<file path="src/include/console_config.svh">
`ifndef CONSOLE_CONFIG_SVH
`define CONSOLE_CONFIG_SVH

// number of words in the block RAM
`define CONSOLE_MEM_DEPTH 1024

// width of a memory word and of the data register
`define CONSOLE_DATA_W 16

// command queue slots, also the credits the source starts with
`define CONSOLE_CMD_DEPTH 4

// response credits owned by the console at reset
`define CONSOLE_RSP_CREDITS 2

`endif

</file>
<file path="src/hdl/mem_types_pkg.sv">
`include "console_config.svh"

package mem_types_pkg;

    // memory word and word address
    typedef logic [`CONSOLE_DATA_W-1:0] word_t;
    typedef logic [$clog2(`CONSOLE_MEM_DEPTH)-1:0] addr_t;

    // startup contents for the lowest addresses, everything above is zero
    localparam int INIT_LEN = 10;

    typedef word_t init_pattern_t [INIT_LEN];

    localparam init_pattern_t init_pattern = '{
        16'h0001,
        16'hAAAA,
        16'h5555,
        16'hFFFF,
        16'hF0F0,
        16'h0F0F,
        16'hCCCC,
        16'h3333,
        16'h0002,
        16'h0004
    };

endpackage

</file>
<file path="src/hdl/console_pkg.sv">
package console_pkg;

    // opcode of one console command
    typedef enum logic [2:0] {
        SET_ADDR = 3'd0,
        LOAD_LO  = 3'd1,
        LOAD_HI  = 3'd2,
        WRITE    = 3'd3,
        SHOW     = 3'd4
    } cmd_op_e;

    typedef enum logic [1:0] {
        SHOW_MEM  = 2'd0,
        SHOW_ADDR = 2'd1,
        SHOW_DATA = 2'd2
    } show_sel_e;

    // sel only matters for SHOW
    typedef struct packed {
        cmd_op_e              op;
        show_sel_e            sel;
        mem_types_pkg::word_t operand;
    } cmd_t;

    typedef struct packed {
        show_sel_e            sel;
        mem_types_pkg::word_t value;
    } rsp_t;

endpackage

</file>
<file path="src/hdl/console_ctrl.sv">
`timescale 1ns/1ns

module console_ctrl (
    input  logic                 clk,
    input  logic                 arst_n,
    input  console_pkg::cmd_t    head,
    input  logic                 not_empty,
    output logic                 pop,
    input  logic                 rsp_credit_ok,
    output logic                 rsp_sent,
    output logic                 rsp_valid,
    output console_pkg::rsp_t    rsp,
    output logic                 wr_en,
    output mem_types_pkg::addr_t wr_addr,
    output mem_types_pkg::word_t wr_data,
    output logic                 rd_en,
    output mem_types_pkg::addr_t rd_addr,
    input  mem_types_pkg::word_t rd_data
);

    import mem_types_pkg::*;
    import console_pkg::*;

    localparam int ADDR_W = $bits(addr_t);
    localparam int DATA_W = $bits(word_t);

    typedef enum logic [1:0] {
        IDLE,
        EXEC,
        READ_WAIT,
        RESPOND
    } state_e;

    state_e state;
    state_e state_nxt;
    cmd_t   cmd_q;
    addr_t  addr_reg;
    word_t  data_reg;
    logic   show_now;
    logic   in_rsp;

    // address and data shows need no RAM access
    assign show_now = (state == EXEC) && (cmd_q.op == SHOW) && (cmd_q.sel != SHOW_MEM);
    assign in_rsp   = show_now || (state == READ_WAIT) || (state == RESPOND);

    assign pop       = (state == IDLE) && not_empty;
    assign rsp_valid = in_rsp && rsp_credit_ok;
    assign rsp_sent  = rsp_valid;

    assign wr_en   = (state == EXEC) && (cmd_q.op == WRITE);
    assign wr_addr = addr_reg;
    assign wr_data = data_reg;
    assign rd_en   = (state == EXEC) && (cmd_q.op == SHOW) && (cmd_q.sel == SHOW_MEM);
    assign rd_addr = addr_reg;

    always_comb begin
        rsp.sel = cmd_q.sel;
        case (cmd_q.sel)
            SHOW_MEM:  rsp.value = rd_data;
            SHOW_ADDR: rsp.value = DATA_W'(addr_reg);
            SHOW_DATA: rsp.value = data_reg;
            default:   rsp.value = '0;
        endcase
    end

    always_comb begin
        state_nxt = state;
        case (state)
            IDLE: if (not_empty) state_nxt = EXEC;
            EXEC: begin
                if (cmd_q.op != SHOW) begin
                    state_nxt = IDLE;
                end else if (cmd_q.sel == SHOW_MEM) begin
                    state_nxt = READ_WAIT;
                end else begin
                    state_nxt = rsp_credit_ok ? IDLE : RESPOND;
                end
            end
            // stall here until the sink has room
            READ_WAIT, RESPOND: state_nxt = rsp_credit_ok ? IDLE : RESPOND;
            default: state_nxt = IDLE;
        endcase
    end

    // command word latched on pop
    always_ff @(posedge clk) begin
        if (pop) begin
            cmd_q <= head;
        end
    end

    always_ff @(posedge clk or negedge arst_n) begin
        if (!arst_n) begin
            state    <= IDLE;
            addr_reg <= '0;
            data_reg <= '0;
        end else begin
            state <= state_nxt;
            if (state == EXEC) begin
                case (cmd_q.op)
                    SET_ADDR: addr_reg <= cmd_q.operand[ADDR_W-1:0];
                    LOAD_LO:  data_reg[7:0] <= cmd_q.operand[7:0];
                    LOAD_HI:  data_reg[DATA_W-1:8] <= cmd_q.operand[7:0];
                    default:  ;
                endcase
            end
        end
    end

endmodule

</file>
<file path="config.mk">
export PLATFORM = sky130hd
export DESIGN_NAME = console_ctrl
export DESIGN_NICKNAME = d
export VERILOG_FILES = /design/src/hdl/mem_types_pkg.sv /design/src/hdl/console_pkg.sv /design/src/hdl/console_ctrl.sv
export VERILOG_INCLUDE_DIRS = /design/src /design/src/include
export SDC_FILE = /design/constraint.sdc
export NUM_CORES = 1
export LEC_CHECK = 0
export ABC_AREA = 1
export BUFFER_PORTS_ARGS = -buffer_cell sky130_fd_sc_hd__clkbuf_2
export CELL_PAD_IN_SITES_DETAIL_PLACEMENT = 0
export CELL_PAD_IN_SITES_GLOBAL_PLACEMENT = 1
export CORE_ASPECT_RATIO = 0.8
export CORE_MARGIN = 3
export CORE_UTILIZATION = 34
export CTS_BUF_LIST = sky130_fd_sc_hd__clkbuf_8
export DETAILED_ROUTE_END_ITERATION = 7
export PLACE_DENSITY = 0.92
export SYNTH_ARGS = -nofsm -noshare
export SYNTH_HDL_FRONTEND = slang
export SYNTH_SLANG_ARGS = --single-unit
</file>
<file path="constraint.sdc">
create_clock -name clk -period 2.7 [get_ports clk]
set_input_delay 0.675 -clock clk [delete_from_list [all_inputs] [get_ports clk]]
set_output_delay 0.675 -clock clk [all_outputs]
set_load 0.02 [all_outputs]
</file>
; ---- Word level (Yosys, flattened, before mapping)
; Cells that the tools add are included.
[word_totals]
register_bits = 43
elab_cells = 40
out_inout_bits = 59
latch_bits = 0
memories = 0
mem_bits_ro = 0
input_bits = 41
mem_bits_rw = 0
[op_classes]
reduce_logical = 16
mux = 6
shift = 0
mul = 0
n_bitwise = 0
addsub = 0
n_eq_ne = 11
magnitude_cmp = 0
div_mod_pow = 0
[op_table]
columns = op, count
row1 = one-hot mux 16 bit (3 select lines), 1
row2 = 2-to-1 mux 2 bit, 4
row3 = "equality test 2 bit, second input constant", 3
row4 = "equality test 3 x 2 -> 1 bit, second input constant", 2
row5 = logical AND 1 bit, 6
row6 = one-hot mux 2 bit (3 select lines), 1
row7 = AND reduction 2 bit, 3
row8 = "equality test 2 x 1 -> 1 bit, second input constant", 2
row9 = zero test 2 bit, 2
row10 = "equality test 3 x 1 -> 1 bit, second input constant", 1
row11 = "equality test 3 bit, second input constant", 1
row12 = zero test 3 bit, 1
row13 = "inequality test 3 bit, second input constant", 1
row14 = logical OR 1 bit, 2
row15 = "inequality test 2 bit, second input constant", 1
row16 = nonzero test 2 bit, 1
row17 = OR reduction 2 bit, 1

; ---- Longest topological paths before layout
[depth]
ltp_word = 6
depth_mapped = 7

; ---- Worst setup path after synthesis
; Ideal clock, no wire load.
[synth_timing]
path_kind = in2out
start = in not_empty
end = out pop
arrival_ns = 2.310
path_buffers = 0
path_stages = 1
setup_slack_ns = -0.285
t_required_ns = 2.025
cell_sequence = nor3b_1
[synth_via]
elab_chain_cells = 1
[synth_lines]
columns = item, line_no
row1 = start: declaration, console_ctrl.sv:7  ; input logic not_empty,
row2 = logical AND 1 bit, console_ctrl.sv:46  ; assign pop = (state == IDLE) && not_empty;
row3 = end: declaration, console_ctrl.sv:8  ; output logic pop,
; No other way between the ends.

==> impl_metrics.csv <==
group,metric,value,unit
die,row_count,24,
sta,fmax,0.441,GHz
layout,final_area,0.00264,mm^2
drt,drt-met1-wl,2540,um
critical_path,cp-endpoint,"rsp[6]",
drt,wire_per_inst,13.1,um
critical_path,cp_max_fo,17,
synthesis,netlist_area,0.00207,mm^2
critical_path,crit_required,2.03,ns
layout,final_net_count,363,
synthesis,postSynthAreaPerCell,8.75,um^2
grt,grt_pass1_vias,1577,
power,peakVddDrop,0.353,mV
drt,route.met2.wl,2240,um
clocking,clockRootBuffer,"clkbuf_8",
drt,drc,0,
place,postPlaceCellArea,0.00253,mm^2
critical_path,rr_startpoint,"state[1]",
sta,finalSetupViolations,0,
hold_path,hp-class,"in2async",
drt,ant_nets,0,
synthesis,synth-simple-area-share,35.4,%
place,gp_congestion,0.764,
sta,clock_skew,0.00497,ns
clocking,cts.sinks,43,
critical_path,crit_arrival,1.59,ns
drt,wl_met3,419,um
synthesis,ys_seq_elements,43,
sta,post-route-min-period,2.27,ns
grt,grt_max_degree,29,
clocking,clkTransAtPathRegs,0.08,ns
sta,max_slew_margin,52.7,%
job,maxCapViolations,0,
die,num_io_pins,100,
sta,rsz0062_at_grt,"false",
die,die_area,0.00708,mm^2
grt,grt_overflow,0,
synthesis,synth_fa_ha_area_share,0,%
place,hpwl,3840,um
critical_path,cp-end-kind,"primary output",
die,die_y,75.8,um
clocking,hold_buffers,0,
synthesis,syn_inst,237,
grt,track_usage,15.0,%
synthesis,synth.distinct_cells,17,
power,p_leak,1.43,nW
synthesis,yosys-top-cells-area,"dfrtp_1 34%, edfxtp_1 22%, nand2_1 20%, nand3_1 7.2%, buf_4 5.4%",
sta,period_share,84.1,%
critical_path,timing.rr.end,"wr_data[1]",
synthesis,yosysSeqAreaShare,55.5,%
clocking,clock_latency,0.30,ns
grt,grt_pass1_wl,8070,um
critical_path,r2r_setup_slack,1.25,ns
drt,firstDrtPassIters,4,
critical_path,critPathKind,"reg2out",
drt,wl,5270,um
layout,layout-drive-gt1-share,36.2,%
synthesis,synth-compound-area-share,0,%
synthesis,synth_top_area_share,33.8,%
synthesis,synthMuxAreaShare,0,%
place,place.port_buffers,93,
critical_path,startpoint_type,"register",
clocking,numCtsBuffers,5,
die,die_w,93.3,um
drt,top_layer,"met4",
clocking,cts_setup_buffers,0,
drt,drtIter0Drc,131,
die,core-area,0.00568,mm^2
status,status,"completed",
power,p_per_area,913,mW/mm^2
layout,diodes,0,
clocking,htreeDepth,2,
clocking,cts_resized,0,
sta,drv_slew,0,
power,totalPowerFinal,2.41,mW
drt,viasPerCell,4.52,
sta,setup_tns,0,ns
grt,antenna_found_initial,0,
clocking,clock_path_buffers,2,
critical_path,reg2reg_depth,4,
layout,areaGrowthSynthToFinish,27.2,%
sta,whs,0.413,ns
die,start_util,36.5,%
drt,vias,1812,
synthesis,synth_nets,278,
sta,hold_violations,0,
synthesis,synth-xor-area-share,0,%
clocking,cts_tree,"done",
synthesis,synth_top_family_by_area,"simple AND/OR/NAND/NOR gates",
sta,tightest_slew,0.710,ns
synthesis,synth_area_leader_cell,"dfrtp_1",
synthesis,ys_warn_count,0,
critical_path,startpoint,"rsp[17]",
-- through the flow --
step | worst slack [ns] | util [%] | cells
after global placement | 0.779 | 44.6 | 393
after CTS | 0.399 | 46.5 | 401
final | 0.430 | 46.5 | 401
after global routing | 0.277 | 46.5 | 401
after floorplan | 0.442 | - | 237
after detailed placement | 0.735 | 44.6 | 393
-- flip-flops by register name (all words and copies together) (netlist names) --
register,cells
cmd_q,13
wr_data,16
rsp,2
state,2
rd_addr,10
-- placed cells by master, fill, tap and decap left out --
master	count
nand2_1	109
clkbuf_2	93
nand3_1	30
dfrtp_1	28
edfxtp_1	15
nand4_1	8
inv_1	7
nor2_1	6
clkbuf_8	5
buf_4	5
inv_2	3
nor2_2	3
nor2_4	2
nand3_4	2
nand2_2	1
nor3b_1	1
nor3_1	1
nor3b_2	1
clkinv_2	1
bufinv_16	1
clkinv_1	1
-- cell families after synthesis --
group	Yosys count
DFF	43
and+or+nand+nor	164
buffers and inverters	30
-- report_power, final --
part           switching [mW]  internal (mW)  total (mW)
logic                   0.610          0.289       0.899
clock network           0.219          0.271       0.490
registers               0.166          0.852        1.02
total                   0.995           1.41        2.41
-- worst max-delay path, stage by stage (launching register included) --
cell and delay [ns]:
edfxtp_1 0.44, inv_1 0.12, nand2_1 0.11, inv_2 0.29, nand2_1 0.09, nand3_1 0.08
clkbuf_2 0.17
-- area by class of cell --
class,count,area [um^2]
well taps,78,97.6
flip-flops and latches,43,1150
repair buffers,98,503
clock buffers,5,68.8
fillers,579,3040
multi-input cells,164,739
inverters,10,37.5
clock inverters,3,38.8
-- worst min-delay path by stage --
stage / from / to / slack (ns) / cells past startpoint
2_1_floorplan: arst_n / rd_addr[0] / 0.38 / 0
3_3_place_gp: cmd_q[9] / rd_addr[9] / 0.46 / 2
3_5_place_dp: cmd_q[9] / rd_addr[9] / 0.46 / 2
4_1_cts: arst_n / rd_addr[8] / 0.43 / 1
5_1_grt: arst_n / rd_addr[8] / 0.45 / 1
6_report: arst_n / rd_addr[8] / 0.41 / 1
-- routing by layer --
metal,GRT usage [%],vias up
met2,21.9,77
met4,5.37,0
met5,0,-
met3,3.75,8
li1,-,926
met1,21.7,801
-- cells in the mapped netlist, drive strengths merged --
library cell,number
nor3,1
buf,20
inv,10
nor2,11
dfrtp,28
edfxtp,15
nand3,32
nor3b,2
nand4,8
nand2,110
No activity file was read; power rests on OpenSTA's default activity.
