==> src/include/console_config.svh <==
`ifndef CONSOLE_CONFIG_SVH
`define CONSOLE_CONFIG_SVH

// number of words in the block RAM
`define CONSOLE_MEM_DEPTH 1024

// width of a memory word and of the data register
`define CONSOLE_DATA_W 16

// command queue slots, also the credits the source starts with
`define CONSOLE_CMD_DEPTH 4

// response credits owned by the console at reset
`define CONSOLE_RSP_CREDITS 2

`endif

==> src/hdl/credit_fifo.sv <==
`timescale 1ns/1ns

`include "console_config.svh"

module credit_fifo #(
    parameter type payload_t = logic
) (
    input  logic     clk,
    input  logic     arst_n,
    input  logic     push,
    input  payload_t push_data,
    input  logic     pop,
    output payload_t head,
    output logic     not_empty,
    output logic     credit
);

    localparam int DEPTH = `CONSOLE_CMD_DEPTH;
    localparam int IDX_W = (DEPTH > 1) ? $clog2(DEPTH) : 1;
    // one extra bit tells a full ring from an empty one
    localparam int PTR_W = IDX_W + 1;

    payload_t           slots [DEPTH];
    logic [PTR_W-1:0]   wr_ptr;
    logic [PTR_W-1:0]   rd_ptr;

    // the source only pushes with a credit in hand, so no overflow check
    always_ff @(posedge clk) begin
        if (push) begin
            slots[wr_ptr[IDX_W-1:0]] <= push_data;
        end
    end

    always_ff @(posedge clk or negedge arst_n) begin
        if (!arst_n) begin
            wr_ptr <= '0;
            rd_ptr <= '0;
            credit <= 1'b0;
        end else begin
            if (push) begin
                wr_ptr <= wr_ptr + 1'b1;
            end
            if (pop) begin
                rd_ptr <= rd_ptr + 1'b1;
            end
            // one slot freed, hand one credit back
            credit <= pop;
        end
    end

    assign not_empty = (wr_ptr != rd_ptr);
    assign head      = slots[rd_ptr[IDX_W-1:0]];

endmodule

==> config.mk <==
export PLATFORM = sky130hd
export DESIGN_NAME = credit_fifo
export DESIGN_NICKNAME = d
export VERILOG_FILES = /design/src/hdl/credit_fifo.sv
export VERILOG_INCLUDE_DIRS = /design/src /design/src/include
export SDC_FILE = /design/constraint.sdc
export NUM_CORES = 1
export LEC_CHECK = 0
export BUFFER_PORTS_ARGS = -buffer_cell sky130_fd_sc_hd__clkbuf_2
export CORE_AREA = 8 8 45 47
export DETAILED_ROUTE_END_ITERATION = 10
export DIE_AREA = 0 0 53 55
export HOLD_SLACK_MARGIN = 0.12
export PLACE_DENSITY = 0.62
export SLEW_MARGIN = 15
export SYNTH_ARGS = -nofsm -noshare
export SYNTH_HDL_FRONTEND = slang
export SYNTH_SLANG_ARGS = --single-unit
==> constraint.sdc <==
create_clock -name clk -period 2.8 [get_ports clk]
set_clock_uncertainty 0.15 [all_clocks]
set_input_delay 0.14 -clock clk [delete_from_list [all_inputs] [get_ports clk]]
set_output_delay 0.14 -clock clk [all_outputs]
set_load 0.02 [all_outputs]
==> Word level (Yosys, flattened, before mapping) <==
Memories as Yosys holds them, arrays and structs flattened.
Index checks and enable logic that the tools add are counted.
{ "word_totals": {"regBits": 7, "ram_bits": 4, "in_bits": 5, "output_inout_bits": 3, "word_cells": 9, "mem_count": 1} }
{ "op_classes": {"add_sub_neg": 2, "eq_ne": 1, "n_mux": 2} }
{ "memory_table": {"columns": ["memory", "depth", "width", "rd", "rd_ports_with_merged_regs", "wr", "line", "rtl"], "rows": [
  ["slots", 4, 1, 1, 0, 1, "credit_fifo.sv:23", "payload_t slots [DEPTH];"]
]} }
{ "ops": {"columns": ["operator", "count"], "rows": [
  ["3-bit by 1-bit adder with 3-bit output, second input constant", 2],
  ["3-bit inequality test", 1],
  ["1-bit 2-to-1 mux", 2]
]} }

==> Longest topological paths before layout <==
Gate-level depths: netlist of the first run.
{ "depth": {"ltp_word": 2, "mapped_depth": 4, "ltp_nobuf": 4} }

==> Worst setup path before layout of the first run <==
Ideal clock, no wire load.
{ "synth_timing": {"kind": "flip-flop to output port", "startpoint": "reg rd_ptr[0]", "endpoint": "out head", "arrival_ns": 0.992, "t_required_ns": 2.510, "slack_ns": 1.518, "path_stages_with_launch": 2, "n_path_buf": 0, "path_cell_list": "dfrtp_1 mux4_2"} }
{ "synth_via": {"elab_chain_len": 1} }
{ "synth_rtl": {"columns": ["element", "line", "rtl"], "rows": [
  ["start, declared", "credit_fifo.sv:25", "logic [PTR_W-1:0] rd_ptr;"],
  ["start signal, assigned", "credit_fifo.sv:44", "rd_ptr <= rd_ptr + 1'b1;"],
  ["memory 4 x 1 bit", null, null],
  ["end, declared", "credit_fifo.sv:13", "output payload_t head,"]
]} }
Every way passes these cells.

==> Worst setup path after layout of the first run <==
Ends and elaborated chain as after synthesis.

==> impl_metrics.toml, run 1 <==
[timing]
setup_viol = 0
hold_viol = 0
max_slew_margin_pct = 78.2
max_clock_freq_mhz = 604
finalCritPeriodShare_pct = 59.1
rsz0062_at_grt = "no"
slew_violations = 0
tightest_slew_ns = 0.326
fin_crit_ns = 1.65
final.setup.tns_ns = 0

[synthesis]
synth.top_cells.by_area = "dfrtp_1, edfxtp_1, ha_1, xnor2_1, xor2_1"
yosys_warnings = 0
synthCells = 35
synth_cell_type_count = 12
synth.largest_area_cell = "dfrtp_1"
ys.flop_type = "dfrtp_1"
syn_area_sq_um = 503
ys_seq_elements = 11
syn_avg_cell_area_sq_um = 14.4
synthArstFlopShare_pct = 63.6
synth-edff-count = 4
syn_nets = 45
synthTopCellsByCount = "dfrtp_1, ha_1, and2_1, edfxtp_1, xnor2_1"
yosysMostFrequentCell = "dfrtp_1"
ys_seq_area_share_pct = 58.7
synth_top_area_share_pct = 34.8

[cts]
cts_root_buf = "clkbuf_4"
clock_latency_ns = 0.26
cts.sinks = 11
cts_setup_buffers = 0
clkTransAtPathRegs_ns = 0.06
cts_tree = "yes"
ctsLongestPathBuffers = 2
cts-buffers-inserted = 3
h-tree-depth = 1

[place]
io_buffer_count = 7
hpwlAfterDp_um = 613
gp_congestion = 0.680
dp_cells = 58

[critical_path]
cp.required_ns = 2.51
crit_path_start_kind = "register"
cp-end-kind = "primary output"
arrival_ns = 1.36
cpMaxStageDelayCell = "mux4_2"
slowest_delay_ns = 0.51
critPathMaxFanout = 4
path_cells = "mux4_2, clkbuf_2"
critPathKind = "reg -> out"

[run]
drv_cap = 0

[route]
ant_nets = 0
drc = 0
wirelength_um = 709
drt_first_pass_iters = 4
viasPerCell = 4.42
post_drt_wl_per_cell_um = 10.6
drt_iter0_drc = 6
via_count = 296

[global_routing]
gr-total-overflow = 0
grt_pass1_vias = 336
grt.total_usage_pct = 6.20
grt_max_degree = 8
antenna_found_initial = 0
grt_pass1_wl_mm = 1.32

[layout]
final_util_pct = 45.8
drive_above_1_share_pct = 23.5
fillCellCount = 130
fin_nets = 62
diodes = 0
synthToLayoutAreaGrowth_pct = 26.1
final_cells = 67

[run_status]
outcome = "complete, no violations"

[floorplan]
fp.dieW_um = 53
io_pins = 8
dieArea_sq_um = 2920
initial_core_util_pct = 36.3
dieHeight_um = 55
floorplan.core_area_sq_um = 1380
rows = 14

[worst_hold_path]
hp-class = "reg -> reg"

[power]
power_density_nw_per_um2 = 960
power.leakage_nw = 0.282
vdd_drop_max_v = 0.000359
[per-layer routing]
layer / track usage [%] / vias up / share of wire (%)
met5: 0 / - / 0
met4: 3.88 / 0 / 1.4
met3: 2.94 / 2 / 8.5
met2: 10.4 / 7 / 52
met1: 6.14 / 137 / 37
li1: - / 150 / -
[cell usage in the layout (no fill, tap or decap)]
cell,Yosys,layout
dfrtp_1,7,7
clkbuf_2,0,7
ha_1,5,5
dlygate4sd3_1,0,5
and2_1,4,4
xnor2_1,4,4
edfxtp_1,4,4
xor2_1,3,3
clkbuf_4,0,3
inv_1,2,2
nand2_1,2,2
nand3_1,1,1
mux4_2,1,1
mux2_2,1,1
o21ai_0,1,1
clkbuf_1,0,1
[registers in the layout, indices dropped and copies added, names as in the netlist]
name / count
slots: 4
wr_ptr: 3
rd_ptr: 3
credit: 1
[final timing paths]
check                      startpoint  depth (start not counted)  slack (ns)        end
max reg2reg                 rd_ptr[0]                          2        1.54  rd_ptr[1]
max in group asynchronous      arst_n                          3        1.58  rd_ptr[0]
min                         wr_ptr[2]                          1        0.34  wr_ptr[2]
max                         rd_ptr[0]                          2        1.15       head
min reg2reg                 wr_ptr[2]                          1        0.34  wr_ptr[2]
min in group asynchronous      arst_n                          3        0.68     credit
[cell families (layout without fill, tap and decap cells)]
group / after synthesis / in the layout / synth area share, %
AO/OA/AOI/OAI: 1 / 1 / 0.994
XOR/XNOR: 7 / 7 / 12.2
adder cells (fa/ha/maj): 5 / 5 / 12.4
buffers and inverters: 2 / 18 / 1.49
flip-flops: 11 / 11 / 58.7
multiplexers: 2 / 2 / 6.72
AND/OR/NAND/NOR: 7 / 7 / 7.46
[worst max-delay path: cells and delay by family (launching register included)]
family   cells  cell delay [ns]
mux          1             0.51
flops        1             0.43
buf+inv      1             0.17
[final cells by class]
cell class,count,area [sq um],area share [%]
Clock buffer,4,26.3,4.14
Inverter,2,7.51,1.18
Multi-Input combinational cell,22,200,31.6
Sequential cell,11,295,46.5
Tap cell,16,20.0,3.16
Timing Repair Buffer,12,85.1,13.4
[through the flow]
stage / worst slack [ns] / total power [mW] / hold WS [ns] / cell area [sq um]
2_1_floorplan: 1.52 / 0.448 / -0.306 / 503
4_1_cts: 1.12 / 0.624 / 0.343 / 634
5_1_grt: 1.08 / 0.665 / 0.359 / 634
3_3_place_gp: 1.42 / 0.504 / -0.168 / 558
6_report: 1.15 / 0.609 / 0.343 / 634
3_5_place_dp: 1.41 / 0.516 / -0.163 / 558
[power by group]
group	switching, mW	total [mW]	internal (mW)
clock network	0.0467	0.102	0.0550
logic	0.104	0.223	0.119
registers	0.0593	0.285	0.226
[repair_timing]
item,4_1_cts,5_1_grt
resized for setup,0,0
hold buffers,5,0
endpoints found under the hold margin,17,0
Note: power is estimated with default switching activity, not from simulation.
==> inputs of run 2 (changes only) <==
- clock period: 2.8 -> 1.7 ns (I/O delays scaled with it)
==> run 2 against run 1 <==
Net effect: worst hold slack improved by 0.012 ns; non-clock buffer count unchanged; via count up 0.68%; sequential power up 65%; critical path depth is the same.
==> impl_metrics.toml, run 2 (synthesis results as in run 1) <==
[timing]
rsz0062_at_grt = "no"
max_slew_margin_pct = 78.7
hold_viol = 0
fin_ws_ns = 0.0941
final.setup.tns_ns = 0
finalCritPeriodShare_pct = 94.5
setup_viol = 0
tightest_slew_ns = 0.318
max_clock_freq_mhz = 623
slew_violations = 0
fin_crit_ns = 1.61

[critical_path]
crit_end = "head"
cp.required_ns = 1.46
r2r-start = "rd_ptr[0]"
rr_worst_depth = 2
cp-startpoint = "rd_ptr[0]"
reg2reg_setup_slack_ns = 0.44
critPathKind = "reg -> out"
arrival_ns = 1.37
cp-end-kind = "primary output"
crit_path_start_kind = "register"
critPathMaxFanout = 4
reg2reg_to = "rd_ptr[1]"

[place]
io_buffer_count = 7
dpl_worst_slack_ns = 0.366
gp_congestion = 0.662
hpwlAfterDp_um = 588

[layout]
regArea_sq_um = 295
fillCellCount = 137
final_cell_mix = "dfrtp_1, clkbuf_2, ha_1, dlygate4sd3_1"
multi_input_area_sq_um = 200
fin_nets = 62
drive_above_1_share_pct = 23.5
synthToLayoutAreaGrowth_pct = 26.1
largest_reg_flops = 4
diodes = 0

[cts]
cts_root_buf = "clkbuf_4"
cts_tree = "yes"
cts.sinks = 11
cts_setup_buffers = 0
ctsLongestPathBuffers = 2
clock_latency_ns = 0.27
h-tree-depth = 1
cts-buffers-inserted = 3
clkTransAtPathRegs_ns = 0.07

[route]
ant_nets = 0
wirelength_um = 705
viasPerCell = 4.45
drt_first_pass_iters = 2
drt_iter0_drc = 1
via_count = 298
post_drt_wl_per_cell_um = 10.5
drc = 0

[global_routing]
antenna_found_initial = 0
grt_pass1_wl_mm = 1.21
grt_util_met2_pct = 9.57
use_met1_pct = 5.53
grt.total_usage_pct = 6.09
grt_busiest_layer = "met2"
gr-total-overflow = 0
use_met3_pct = 2.94
grt_max_degree = 8
grt_pass1_vias = 306

[power]
power_frac_comb_pct = 36.3
total_power_mw = 1.01
vdd_drop_max_v = 0.000475
power.net_switching_mw = 0.349
clkPwrFrac_pct = 17.0
power_density_nw_per_um2 = 1590
power.leakage_nw = 0.282
intPower_mw = 0.658
pwr-share-seq_pct = 46.7
swShare_pct = 34.7

[floorplan]
rows = 14
initial_core_util_pct = 36.3
fp.dieW_um = 53
floorplan.core_area_sq_um = 1380
dieHeight_um = 55
io_pins = 8
dieArea_sq_um = 2920

[worst_hold_path]
hp-class = "reg -> reg"

[run]
drv_cap = 0

[run_status]
outcome = "complete, no violations"
[run 2: cell counts in the layout (fill, tap and decap cells not counted)]
No cell type changed its count.
[run 2: final cells by class]
type / count / share of cell area (%)
flip-flops and latches: 11 / 46.5
multi-input cells: 22 / 31.6
repair buffers: 12 / 13.4
clock buffers: 4 / 4.14
well taps: 16 / 3.16
inverters: 2 / 1.18
[run 2: per-layer routing]
layer  wire (um)  up-vias
li1            -      148
met1         258      141
met2         361        7
met3          58        2
met4          26        0
met5           0        -
[run 2: metrics by stage]
step	hold slack (ns)	instance area, sq um	cells	util [%]
global route	0.373	634	67	45.8
global placement	-0.223	558	58	40.3
detailed placement	-0.220	558	58	40.3
floorplan	-0.361	503	35	-
CTS	0.359	634	67	45.8
finish	0.355	634	67	45.8
[run 2: power by group through the flow]
stage	Sequential, mW	Combinational, mW	Clock, mW
floorplan	0.457	0.281	0
global placement	0.472	0.357	0
detailed placement	0.478	0.362	0
CTS	0.472	0.376	0.182
global route	0.484	0.421	0.185
finish	0.470	0.366	0.171
[run 2: critical path, stage by stage, from the launching register on]
cell,delay (ns)
dfrtp_1,0.43
mux4_2,0.51
clkbuf_2,0.17
[run 2: what timing repair did]
action	in CTS	in global routing
hold endpoints to repair	21	0
gates resized for setup	0	0
hold buffers	5	0
[run 2: worst min-delay path by stage]
stage	to	slack, ns	from	cells past startpoint
after floorplan	credit	-0.36	arst_n	0
after global placement	rd_ptr[0]	-0.22	arst_n	1
after detailed placement	rd_ptr[0]	-0.22	arst_n	1
after CTS	wr_ptr[2]	0.36	wr_ptr[2]	1
after global routing	wr_ptr[2]	0.37	wr_ptr[2]	1
final	rd_ptr[2]	0.35	rd_ptr[2]	1
==> inputs of run 3 (changes only) <==
- CTS_BUF_LIST: not set -> sky130_fd_sc_hd__clkbuf_8
==> run 3 against run 2 <==
Net effect: utilization is 1.4 points higher; critical path type unchanged; critical endpoint unchanged; non-clock buffer count stayed put; flip-flop and latch count stayed put; setup slack better by 0.032 ns; final cell count stayed put; largest power group unchanged; total power is 8.0% higher.
==> impl_metrics.toml, run 3 (synthesis results as in run 1) <==
[timing]
hold_viol = 0
finalCritPeriodShare_pct = 92.6
max_clock_freq_mhz = 636
rsz0062_at_grt = "no"
whs_ns = 0.350
fin_crit_ns = 1.57
tightest_slew_ns = 0.315
slew_violations = 0
final.setup.tns_ns = 0
max_slew_margin_pct = 79.0
setup_viol = 0

[global_routing]
grt_busiest_layer = "met2"
grt_pass1_wl_mm = 1.24
grt_max_degree = 8
use_met3_pct = 3.74
grt_pass1_vias = 305
grt_util_met2_pct = 9.57
gr-total-overflow = 0
grt.total_usage_pct = 6.32
antenna_found_initial = 0
use_met1_pct = 5.69

[layout]
drive_above_1_share_pct = 23.5
synthToLayoutAreaGrowth_pct = 29.9
fin_nets = 62
fillCellCount = 132
final_cell_mix = "dfrtp_1, clkbuf_2, ha_1, dlygate4sd3_1"
diodes = 0
largest_reg_flops = 4

[route]
post_drt_wl_per_cell_um = 11.0
drc = 0
wirelength_um = 736
drt_first_pass_iters = 1
viasPerCell = 4.45
via_count = 298
drt_iter0_drc = 0
ant_nets = 0

[cts]
cts-buffers-inserted = 3
h-tree-depth = 1
ctsLongestPathBuffers = 2
clock_latency_ns = 0.24
cts_setup_buffers = 0
cts_root_buf = "clkbuf_8"
ctsResizeCount = 0
hold_buffers = 5
cts_tree = "yes"
cts.sinks = 11
clkTransAtPathRegs_ns = 0.05

[place]
gp_congestion = 0.662
hpwlAfterDp_um = 588
io_buffer_count = 7

[critical_path]
cp_top_family = "multiplexers"
crit_path_start_kind = "register"
critical_path_buf_inv_count = 1
cp.required_ns = 1.46
critPathKind = "reg -> out"
cpMaxStageDelayCell = "mux4_2"
cp-end-kind = "primary output"
slowest_delay_ns = 0.51
path_cells = "mux4_2, clkbuf_2"
arrival_ns = 1.34
critPathMaxFanout = 4

[floorplan]
fp.dieW_um = 53
io_pins = 8
rows = 14
floorplan.core_area_sq_um = 1380
dieArea_sq_um = 2920
initial_core_util_pct = 36.3
dieHeight_um = 55

[run]
drv_cap = 0

[power]
clkPwrFrac_pct = 23.1
intPower_mw = 0.726
power.leakage_nw = 0.294
pwr-share-seq_pct = 43.3
power.net_switching_mw = 0.361
swShare_pct = 33.2
power_frac_comb_pct = 33.6
vdd_drop_max_v = 0.000533
power_density_nw_per_um2 = 1660

[worst_hold_path]
hp-class = "reg -> reg"

[run_status]
outcome = "complete, no violations"
-- run 3: changes by cell type in the layout (fill, tap and decap cells not counted) --
cell	change
clkbuf_8	+3
inv_1	+1
clkbuf_4	-3
clkbuf_1	-1
-- run 3: stage by stage --
stage | util, % | cell area, sq um | std cells | setup slack, ns | power (mW)
after floorplan | - | 503 | 35 | 0.473 | 0.738
after global placement | 40.3 | 558 | 58 | 0.379 | 0.829
after detailed placement | 40.3 | 558 | 58 | 0.366 | 0.840
after CTS | 47.2 | 653 | 67 | 0.109 | 1.11
after global routing | 47.2 | 653 | 67 | 0.0766 | 1.17
final | 47.2 | 653 | 67 | 0.127 | 1.09
-- run 3: path summary, 6_finish.rpt --
check | depth (start not counted) | startpoint | end | slack (ns)
max | 2 | rd_ptr[0] | head | 0.13
min | 1 | rd_ptr[2] | rd_ptr[2] | 0.35
max reg2reg | 2 | rd_ptr[0] | rd_ptr[1] | 0.44
min reg2reg | 1 | rd_ptr[2] | rd_ptr[2] | 0.35
max in group asynchronous | 3 | arst_n | rd_ptr[0] | 0.52
min in group asynchronous | 3 | arst_n | rd_ptr[1] | 0.64
-- run 3: cell type report --
cell class                      instances  area (sq um)  area share, %
Clock buffer                            3          41.3           6.32
Timing Repair Buffer                   12          85.1           13.0
Sequential cell                        11           295           45.2
Multi-Input combinational cell         22           200           30.7
Clock inverter                          1          3.75          0.575
Tap cell                               16          20.0           3.07
Inverter                                2          7.51           1.15
-- run 3: metal layers --
layer	share of wire [%]	wire length [um]
met4	4.5	33
met1	39	287
met5	0	0
met2	47	346
met3	9.2	68
-- run 3: power by group through the flow --
stage / Combinational [mW] / Sequential, mW / Clock (mW)
after floorplan: 0.281 / 0.457 / 0
after global placement: 0.357 / 0.472 / 0
after detailed placement: 0.362 / 0.478 / 0
after CTS: 0.376 / 0.474 / 0.259
after global routing: 0.421 / 0.485 / 0.265
final: 0.365 / 0.471 / 0.251
